[config.mk]
export PLATFORM = sky130hd
export DESIGN_NAME = multicycleCtrl
export DESIGN_NICKNAME = d
export VERILOG_FILES = /design/src/hw/cpuCtrlPkg.sv /design/src/hw/multicycleCtrl.sv /design/src/hw/ctrlWordGen.sv /design/src/hw/ctrlSequencer.sv /design/src/hw/instrDecoder.sv
export SDC_FILE = /design/constraint.sdc
export NUM_CORES = 1
export LEC_CHECK = 0
export ABC_AREA = 1
export BUFFER_PORTS_ARGS = -buffer_cell sky130_fd_sc_hd__clkbuf_2
export CORE_MARGIN = 1
export CORE_UTILIZATION = 48
export DETAILED_ROUTE_END_ITERATION = 6
export PLACE_DENSITY = 0.81
export SETUP_SLACK_MARGIN = 0.4
export SLEW_MARGIN = 20
export SYNTH_ARGS = -nofsm -noshare
export SYNTH_HDL_FRONTEND = slang
export SYNTH_HIERARCHICAL = 1
export SYNTH_SLANG_ARGS = --single-unit
[constraint.sdc]
create_clock -name clk -period 1.75 [get_ports clk]
set_input_delay 0.0875 -clock clk [delete_from_list [all_inputs] [get_ports clk]]
set_output_delay 0.0875 -clock clk [all_outputs]
set_load 0.02 [all_outputs]
[src/hw/cpuCtrlPkg.sv]
`default_nettype none

package cpuCtrlPkg;

    // instruction fields
    typedef logic [5:0] opcodeT;
    typedef logic [5:0] functT;

    localparam opcodeT OpR     = 6'h00;
    localparam opcodeT OpJ     = 6'h02;
    localparam opcodeT OpBeq   = 6'h04;
    localparam opcodeT OpBne   = 6'h05;
    localparam opcodeT OpAddi  = 6'h08;
    localparam opcodeT OpAddiu = 6'h09;
    localparam opcodeT OpLw    = 6'h23;
    localparam opcodeT OpSw    = 6'h2b;

    localparam functT FunctAdd = 6'h20;
    localparam functT FunctSub = 6'h22;
    localparam functT FunctAnd = 6'h24;
    localparam functT FunctSlt = 6'h2a;

    typedef enum logic [2:0] {
        ClassAluR, ClassAluI, ClassBranch, ClassLoad, ClassStore, ClassJump, ClassUndef
    } instrClassT;

    typedef enum logic [3:0] {
        Fetch, FetchLatch, Decode, ExecR, ExecI, WriteR, WriteI, Branch,
        AddrCalc, MemRead, WriteMem, MemWrite, Jump, Except, Retire
    } ctrlStateT;

    // datapath control fields
    typedef logic [2:0] aluOpT;
    typedef logic [2:0] pcSourceT;
    typedef logic [1:0] regDstT;
    typedef logic [3:0] memToRegT;
    typedef logic [1:0] aluSrcBT;
    typedef logic [1:0] branchOpT;
    typedef logic       causeT;

    localparam aluOpT AluPass = 3'd0;
    localparam aluOpT AluAdd  = 3'd1;
    localparam aluOpT AluSub  = 3'd2;
    localparam aluOpT AluAnd  = 3'd3;
    localparam aluOpT AluSlt  = 3'd7;

    localparam pcSourceT PcAluResult = 3'd0;
    localparam pcSourceT PcAluOut    = 3'd1;
    localparam pcSourceT PcJump      = 3'd2;
    localparam pcSourceT PcException = 3'd3;
    localparam pcSourceT PcBranch    = 3'd5;

    localparam regDstT RegDstRt = 2'd0;
    localparam regDstT RegDstRd = 2'd1;

    localparam memToRegT MemToRegMem = 4'd0;
    localparam memToRegT MemToRegSlt = 4'd4;
    localparam memToRegT MemToRegAlu = 4'd5;

    localparam aluSrcBT SrcBReg          = 2'd0;
    localparam aluSrcBT SrcBFour         = 2'd1;
    localparam aluSrcBT SrcBBranchOffset = 2'd2;
    localparam aluSrcBT SrcBImm          = 2'd3;

    localparam branchOpT BranchEq = 2'd0;
    localparam branchOpT BranchNe = 2'd1;

    localparam causeT CauseUndef    = 1'b0;
    localparam causeT CauseOverflow = 1'b1;

endpackage

`default_nettype wire
[src/hw/multicycleCtrl.sv]
`timescale 1ns/1ns
`default_nettype none

module multicycleCtrl
    import cpuCtrlPkg::*;
(
    input  logic     clk,
    input  logic     reset,
    input  opcodeT   opcode,
    input  functT    funct,
    input  logic     overflow,
    input  logic     memReady,
    output logic     memValid,
    output logic     memWrite,
    output logic     iorD,
    output logic     irWrite,
    output logic     pcWrite,
    output logic     pcWriteCond,
    output pcSourceT pcSource,
    output branchOpT branchOp,
    output logic     aluSrcA,
    output aluSrcBT  aluSrcB,
    output aluOpT    aluOp,
    output logic     aluOutWrite,
    output logic     regWrite,
    output regDstT   regDst,
    output memToRegT memToReg,
    output logic     aWrite,
    output logic     bWrite,
    output logic     extendOp,
    output logic     epcWrite,
    output logic     causeWrite,
    output causeT    intCause
);

    instrClassT instrClass;
    aluOpT      decAluOp;
    logic       overflowTrap;
    ctrlStateT  state;
    causeT      cause;

    instrDecoder u_decoder (
        .opcode       (opcode),
        .funct        (funct),
        .instrClass   (instrClass),
        .aluOp        (decAluOp),
        .overflowTrap (overflowTrap)
    );

    ctrlSequencer u_sequencer (
        .clk          (clk),
        .reset        (reset),
        .instrClass   (instrClass),
        .overflowTrap (overflowTrap),
        .overflow     (overflow),
        .memReady     (memReady),
        .state        (state),
        .cause        (cause)
    );

    ctrlWordGen u_wordGen (
        .state       (state),
        .aluOp       (decAluOp),
        .instrClass  (instrClass),
        .opcode      (opcode),
        .cause       (cause),
        .memValid    (memValid),
        .memWrite    (memWrite),
        .iorD        (iorD),
        .irWrite     (irWrite),
        .pcWrite     (pcWrite),
        .pcWriteCond (pcWriteCond),
        .pcSource    (pcSource),
        .branchOp    (branchOp),
        .aluSrcA     (aluSrcA),
        .aluSrcB     (aluSrcB),
        .aluOpOut    (aluOp),
        .aluOutWrite (aluOutWrite),
        .regWrite    (regWrite),
        .regDst      (regDst),
        .memToReg    (memToReg),
        .aWrite      (aWrite),
        .bWrite      (bWrite),
        .extendOp    (extendOp),
        .epcWrite    (epcWrite),
        .causeWrite  (causeWrite),
        .intCause    (intCause)
    );

endmodule

`default_nettype wire

[src/hw/ctrlWordGen.sv]
`timescale 1ns/1ns
`default_nettype none

module ctrlWordGen
    import cpuCtrlPkg::*;
(
    input  ctrlStateT  state,
    input  aluOpT      aluOp,
    input  instrClassT instrClass,
    input  opcodeT     opcode,
    input  causeT      cause,
    output logic       memValid,
    output logic       memWrite,
    output logic       iorD,
    output logic       irWrite,
    output logic       pcWrite,
    output logic       pcWriteCond,
    output pcSourceT   pcSource,
    output branchOpT   branchOp,
    output logic       aluSrcA,
    output aluSrcBT    aluSrcB,
    output aluOpT      aluOpOut,
    output logic       aluOutWrite,
    output logic       regWrite,
    output regDstT     regDst,
    output memToRegT   memToReg,
    output logic       aWrite,
    output logic       bWrite,
    output logic       extendOp,
    output logic       epcWrite,
    output logic       causeWrite,
    output causeT      intCause
);

    always_comb begin
        // idle word, same as the retire cycle
        memValid    = 1'b0;
        memWrite    = 1'b0;
        iorD        = 1'b0;
        irWrite     = 1'b0;
        pcWrite     = 1'b0;
        pcWriteCond = 1'b0;
        pcSource    = PcAluResult;
        branchOp    = BranchEq;
        aluSrcA     = 1'b0;
        aluSrcB     = SrcBReg;
        aluOpOut    = AluPass;
        aluOutWrite = 1'b0;
        regWrite    = 1'b0;
        regDst      = RegDstRt;
        memToReg    = MemToRegMem;
        aWrite      = 1'b0;
        bWrite      = 1'b0;
        extendOp    = 1'b0;
        epcWrite    = 1'b0;
        causeWrite  = 1'b0;
        intCause    = CauseUndef;

        case (state)
            Fetch: begin
                memValid = 1'b1;
            end
            // latch IR and step PC by four
            FetchLatch: begin
                irWrite  = 1'b1;
                pcWrite  = 1'b1;
                aluSrcB  = SrcBFour;
                aluOpOut = AluAdd;
            end
            // branch target goes to ALUOut here
            Decode: begin
                aWrite      = 1'b1;
                bWrite      = 1'b1;
                aluOutWrite = 1'b1;
                aluSrcB     = SrcBBranchOffset;
                aluOpOut    = AluAdd;
                extendOp    = 1'b1;
            end
            ExecR, ExecI, AddrCalc: begin
                aluSrcA     = 1'b1;
                aluSrcB     = (instrClass == ClassAluR) ? SrcBReg : SrcBImm;
                aluOpOut    = aluOp;
                aluOutWrite = 1'b1;
                extendOp    = (instrClass != ClassAluR);
            end
            WriteR: begin
                regWrite = 1'b1;
                regDst   = RegDstRd;
                memToReg = (aluOp == AluSlt) ? MemToRegSlt : MemToRegAlu;
            end
            WriteI: begin
                regWrite = 1'b1;
                memToReg = MemToRegAlu;
            end
            Branch: begin
                aluSrcA     = 1'b1;
                aluOpOut    = aluOp;
                pcWriteCond = 1'b1;
                pcSource    = PcBranch;
                branchOp    = (opcode == OpBne) ? BranchNe : BranchEq;
            end
            MemRead: begin
                memValid = 1'b1;
                iorD     = 1'b1;
            end
            MemWrite: begin
                memValid = 1'b1;
                memWrite = 1'b1;
                iorD     = 1'b1;
            end
            WriteMem: begin
                regWrite = 1'b1;
            end
            Jump: begin
                pcWrite  = 1'b1;
                pcSource = PcJump;
            end
            // EPC takes PC minus four, the faulting instruction
            Except: begin
                aluSrcB    = SrcBFour;
                aluOpOut   = AluSub;
                epcWrite   = 1'b1;
                causeWrite = 1'b1;
                intCause   = cause;
                pcWrite    = 1'b1;
                pcSource   = PcException;
            end
            default: begin
            end
        endcase
    end

endmodule

`default_nettype wire

[src/hw/ctrlSequencer.sv]
`timescale 1ns/1ns
`default_nettype none

module ctrlSequencer
    import cpuCtrlPkg::*;
(
    input  logic       clk,
    input  logic       reset,
    input  instrClassT instrClass,
    input  logic       overflowTrap,
    input  logic       overflow,
    input  logic       memReady,
    output ctrlStateT  state,
    output causeT      cause
);

    ctrlStateT nextState;
    logic      trapTaken;

    // overflow only matters for the signed adds and sub
    assign trapTaken = overflow && overflowTrap;

    always_comb begin
        nextState = state;
        case (state)
            // wait for the instruction word
            Fetch: begin
                if (memReady) begin
                    nextState = FetchLatch;
                end
            end
            FetchLatch: begin
                nextState = Decode;
            end
            Decode: begin
                case (instrClass)
                    ClassAluR:   nextState = ExecR;
                    ClassAluI:   nextState = ExecI;
                    ClassBranch: nextState = Branch;
                    ClassLoad:   nextState = AddrCalc;
                    ClassStore:  nextState = AddrCalc;
                    ClassJump:   nextState = Jump;
                    default:     nextState = Except;
                endcase
            end
            ExecR: begin
                nextState = trapTaken ? Except : WriteR;
            end
            ExecI: begin
                nextState = trapTaken ? Except : WriteI;
            end
            AddrCalc: begin
                if (instrClass == ClassStore) begin
                    nextState = MemWrite;
                end else begin
                    nextState = MemRead;
                end
            end
            MemRead: begin
                if (memReady) begin
                    nextState = WriteMem;
                end
            end
            MemWrite: begin
                if (memReady) begin
                    nextState = Retire;
                end
            end
            WriteR, WriteI, WriteMem, Branch, Jump, Except: begin
                nextState = Retire;
            end
            // retire cycle with all lines idle
            default: begin
                nextState = Fetch;
            end
        endcase
    end

    always_ff @(posedge clk) begin
        if (reset) begin
            state <= Fetch;
        end else begin
            state <= nextState;
        end
    end

    // cause latched on the way into Except
    always_ff @(posedge clk) begin
        if (nextState == Except) begin
            cause <= (state == Decode) ? CauseUndef : CauseOverflow;
        end
    end

endmodule

`default_nettype wire

[src/hw/instrDecoder.sv]
`timescale 1ns/1ns
`default_nettype none

module instrDecoder
    import cpuCtrlPkg::*;
(
    input  opcodeT     opcode,
    input  functT      funct,
    output instrClassT instrClass,
    output aluOpT      aluOp,
    output logic       overflowTrap
);

    always_comb begin
        // anything not listed below is undefined
        instrClass   = ClassUndef;
        aluOp        = AluPass;
        overflowTrap = 1'b0;

        case (opcode)
            OpR: begin
                instrClass = ClassAluR;
                case (funct)
                    FunctAdd: begin
                        aluOp        = AluAdd;
                        overflowTrap = 1'b1;
                    end
                    FunctSub: begin
                        aluOp        = AluSub;
                        overflowTrap = 1'b1;
                    end
                    FunctAnd: aluOp = AluAnd;
                    FunctSlt: aluOp = AluSlt;
                    default:  instrClass = ClassUndef;
                endcase
            end
            OpAddi: begin
                instrClass   = ClassAluI;
                aluOp        = AluAdd;
                overflowTrap = 1'b1;
            end
            // unsigned add never traps
            OpAddiu: begin
                instrClass = ClassAluI;
                aluOp      = AluAdd;
            end
            OpBeq, OpBne: begin
                // compare by subtraction, the datapath checks zero
                instrClass = ClassBranch;
                aluOp      = AluSub;
            end
            OpLw: begin
                instrClass = ClassLoad;
                aluOp      = AluAdd;
            end
            OpSw: begin
                instrClass = ClassStore;
                aluOp      = AluAdd;
            end
            OpJ: instrClass = ClassJump;
            default: instrClass = ClassUndef;
        endcase
    end

endmodule

`default_nettype wire

==> results of run 1 <==
cell families after synthesis:
group                  Yosys count
buffers and inverters           48
AOI/OAI and AO/OA               14
and+or+nand+nor                146
DFF                              5
other                            1
through the flow:
stage	cell area (um^2)	setup WS (ns)	hold slack [ns]
detailed placement	1330	-0.0589	0.307
CTS	1730	0.174	0.0376
floorplan	1110	0.222	0.149
global placement	1330	0.0112	0.312
synthesized netlist by cell type:
| cell | instances | share of area (%) |
|---|---|---|
| a21oi_1 | 6 | 2.8 |
| buf_4 | 7 | 4.9 |
| conb_1 | 1 | 0.35 |
| dfxtp_1 | 4 | 7.4 |
| edfxtp_1 | 1 | 2.8 |
| inv_1 | 35 | 12 |
| inv_2 | 6 | 2.1 |
| nand2_1 | 62 | 22 |
| nand2_2 | 4 | 2.3 |
| nand3_1 | 19 | 8.8 |
| nand3_2 | 2 | 1.9 |
| nand3b_1 | 2 | 1.4 |
| nand4_1 | 2 | 1.2 |
| nor2_1 | 34 | 12 |
| nor2_2 | 10 | 5.8 |
| nor2_4 | 6 | 6.3 |
| nor3_1 | 3 | 1.4 |
| o21ai_0 | 7 | 3.3 |
| o22ai_1 | 1 | 0.58 |
| or2_1 | 1 | 0.58 |
| or2_2 | 1 | 0.58 |
layer usage:
layer  track usage [%]  overflow
met1              71.0         1
met5                 0         0
met3              38.0         0
met2               109        76
met4              98.1        41
what timing repair did:
| item | in CTS |
|---|---|
| resized for setup | 68 |
| pin swaps | 16 |
| setup endpoints to repair | 25 |
| buffers inserted | 19 |
==> metrics, run 1 <==
synthesized area=0.00108 mm^2; Worst endpoint type=primary output; post-synthesis simple-gate area fraction=63.6%; Routability Congestion=0.913; clk buf depth=2; Yosys cell types=21; post-synthesis compound-gate area fraction=6.62%; CTS root buffer=clkbuf_4; failing step=global routing; GRT Overall Usage=76.6%; DIE HEIGHT=49.4 um; mux cell area share after synthesis=0%; initial core utilization=52.8%; GR Overflow Total=118; largest net degree at the start of global routing=8; Yosys reg bits=5; row cnt=16; Clock H-tree levels=1; sequential element share of the synthesized area=10.2%; post-synthesis xor/xnor area fraction=0%; Log Error=[ERROR GRT-0232] Routing congestion too high. Check the congestion heatmap in the GUI.; clk sinks=5; main combinational cell family by area after synthesis=simple AND/OR/NAND/NOR gates; hold buffer count at cts=0; outcome=stopped before the end; placed insts=283; post-synthesis adder-cell area fraction=0%; syn avg cell area=5.03 um^2; Syn Inst Count=214; die span in x=49.4 um; number of buffers added on ports=42; # IOs=47; synth warn=6; Worst EP post-GRT repair=memToReg[0]; CTS buffer count=3; Detailed Place HPWL=2130 um
==> run 2: changes to the inputs <==
--- a/config.mk
+++ b/config.mk
@@ -7,11 +7,10 @@
 export LEC_CHECK = 0
 export ABC_AREA = 1
 export BUFFER_PORTS_ARGS = -buffer_cell sky130_fd_sc_hd__clkbuf_2
-export CORE_MARGIN = 1
-export CORE_UTILIZATION = 48
+export CORE_AREA = 2 2 63 65
 export DETAILED_ROUTE_END_ITERATION = 6
-export PLACE_DENSITY = 0.81
-export SETUP_SLACK_MARGIN = 0.4
+export DIE_AREA = 0 0 65 67
+export PLACE_DENSITY_LB_ADDON = 0.15
 export SLEW_MARGIN = 20
 export SYNTH_ARGS = -nofsm -noshare
 export SYNTH_HDL_FRONTEND = slang
==> run 2 against run 1 <==
  * The flow now finishes without violations
  * Synthesized area unchanged
  * Synthesized cell count unchanged
==> metrics, run 2 <==
final period utilization=93.2%; GRT Overall Usage=13.2%; unrepaired setup endpoints after global routing=no; nets=281; internal power=0.792 mW; synthesized area=0.00108 mm^2; Routability Congestion=0.806; syn avg cell area=5.03 um^2; largest area contributor in the netlist=nand2_1; Die Area=0.00436 mm^2; critical path required time=1.66 ns; critical path capture point type=output pin; hold_sp=reset; number of buffers added on ports=42; Yosys cell types=21; most frequent cells after synthesis=nand2_1 (62), inv_1 (35), nor2_1 (34), nand3_1 (19), nor2_2 (10); largest net degree at the start of global routing=13; CTS tree=yes; sequential share of power=15.4%; CP Class=primary input to output pin; dpl cell area=0.00136 mm^2; Seq. cell area=115 um^2; worst hold path type=primary input to flip-flop; DIE HEIGHT=67 um; drt first pass iters=4; Detailed Place HPWL=2390 um; number of flip-flops in the largest register=4; die span in x=65 um; reg-to-reg critical path startpoint=u_sequencer/state[1]; Worst Skew=0.000454 ns; hold depth=2; Max stage delay on crit path=0.27 ns; DRC violation count after routing=0; fraction of layout cells with a size suffix above 1=34.1%; largest registers=u_sequencer/state: 4 flops, u_sequencer/cause: 1 flops; Arr. time, crit path=1.54 ns; CP max-delay cell=or2_4; most common cell after layout, fill and taps aside=nand2_1; CTS root buffer=clkbuf_8; worst r2r path cells=7; FILL cells=421; synth top area cells=nand2_1 (22%), inv_1 (12%), nor2_1 (12%); initial DRC count=49; synth warn=6; VDD IR-drop max=0.000684 V; GR Overflow Total=0; asr flop ratio synth=0%; core area=0.00361 mm^2; Worst path top cell family by delay=simple AND/OR/NAND/NOR gates; Clock H-tree levels=1; # IOs=47; footprint of the multi-input gates=782 um^2; Tmin final=1.63 ns; row cnt=22; Final Setup Violations=0; sequential element share of the synthesized area=10.2%; clock edge transition at the registers on the reported setup and hold paths=0.03 ns; Switching Fraction=59.9%; reg2reg end=u_sequencer/cause; clk sinks=5; most frequent cell after synthesis=nand2_1; initial core utilization=29.9%; CP Cell Sequence=clkbuf_2, nor2_4, nand4_1, nand2_1, nor2_1, or2_4, nor3_1, nand3b_1, nand2_1, clkbuf_2; crit path max fanout=6; Psw=1.19 mW; commonest cells after routing, fill and taps aside=nand2_1 (61), clkbuf_2 (42), inv_1 (35); Avg WL per Cell=8.92 um; Biggest register=u_sequencer/state; Primary FF master, synth=dfxtp_1; CP Launch Type=primary input; clk buf depth=2; final hold slack=0.0833 ns; post-route ant nets=0; Worst-Skew Late Latency=0.22 ns; hold buffer count at cts=0; CTS buffer count=3; via count=1337; Routed WL=2780 um; Yosys reg bits=5; vias in the first global route=1205; max_cap viols=0; top-area cell type share of the netlist area=21.6%; final slew viol count=0; Hold Path End=u_sequencer/state[3]; Leak=0.868 nW; pwr dens=1390 mW/mm^2; Area Growth Syn to Fin=32.4%; Syn Inst Count=214; setup slack, reg-to-reg=0.34 ns; initial antenna violation count=0; Clk pwr share=10.6%; Comb pwr share=74.0%; highest clock rate=613 MHz; EDFF count, synth=1; Via density=4.29; first-pass GRT wire length=4750 um; outcome=finished clean; Final Hold Viols=0; ant diodes=0; cell area after layout=0.00143 mm^2; Crit path buffers/inverters=2
==> run 2: power groups by stage <==
stage,Combinational [mW],Sequential (mW),Clock [mW]
floorplan,1.10,0.265,0
detailed placement,1.47,0.294,0
global route,1.64,0.315,0.221
global placement,1.48,0.292,0
finish,1.46,0.304,0.211
CTS,1.47,0.299,0.213
==> run 2: through the flow <==
| step | setup TNS (ns) | utilization, % | setup slack [ns] | power, mW | std cells |
|---|---|---|---|---|---|
| 3_3_place_gp | -0.0764 | 37.7 | -0.0764 | 1.77 | 307 |
| 2_1_floorplan | 0 | - | 0.216 | 1.36 | 217 |
| 5_1_grt | 0 | 39.6 | 0.00124 | 2.18 | 312 |
| 3_5_place_dp | -0.0836 | 37.7 | -0.0836 | 1.76 | 307 |
| 6_report | 0 | 39.6 | 0.120 | 1.98 | 312 |
| 4_1_cts | 0 | 39.0 | 0.0934 | 1.98 | 311 |
==> run 2: how the worst max path moves through the flow <==
stage	from	to	slack [ns]	cells past startpoint
6_report	opcode[5]	extendOp	0.12	10
5_1_grt	u_sequencer/state[2]	aluOp[0]	0.001	7
4_1_cts	u_sequencer/state[2]	aluOp[0]	0.09	7
3_5_place_dp	opcode[5]	u_sequencer/cause	-0.08	13
3_3_place_gp	opcode[5]	u_sequencer/cause	-0.08	13
2_1_floorplan	opcode[5]	u_sequencer/cause	0.22	12
==> run 2: kinds of logic after synthesis <==
kind of cell	count (synthesis)	share of synthesized area [%]
AO/OA/AOI/OAI	14	6.62
other	1	0.348
buffers and inverters	48	19.2
AND/OR/NAND/NOR	146	63.6
flip-flops	5	10.2
==> run 2: timing repair <==
| action | in CTS | in global routing |
|---|---|---|
| pin swaps | 0 | 1 |
| gates resized for setup | 2 | 6 |
| endpoints found under the setup margin | 3 | 8 |
| buffers inserted | 0 | 1 |
==> run 2: worst reg2reg max path: cells and delay by family, from the launching register on <==
family / cells / cell delay [ns]
DFF: 1 / 0.38
and+or+nand+nor: 7 / 0.74
==> run 2: layer usage <==
layer	track usage, %	wire [um]	vias to the layer above
li1	-	-	740
met1	17.2	1390	563
met2	23.1	1260	34
met3	2.36	138	0
met4	1.86	0	0
met5	0	0	-
==> run 2: cell type report <==
| type | count | area share, % |
|---|---|---|
| clock buffers | 4 | 3.16 |
| inverters | 41 | 10.8 |
| multi-input cells | 164 | 54.8 |
| flip-flops and latches | 5 | 8.07 |
| well taps | 48 | 4.21 |
| repair buffers | 50 | 18.9 |
No activity file was read; power rests on OpenSTA's default activity.
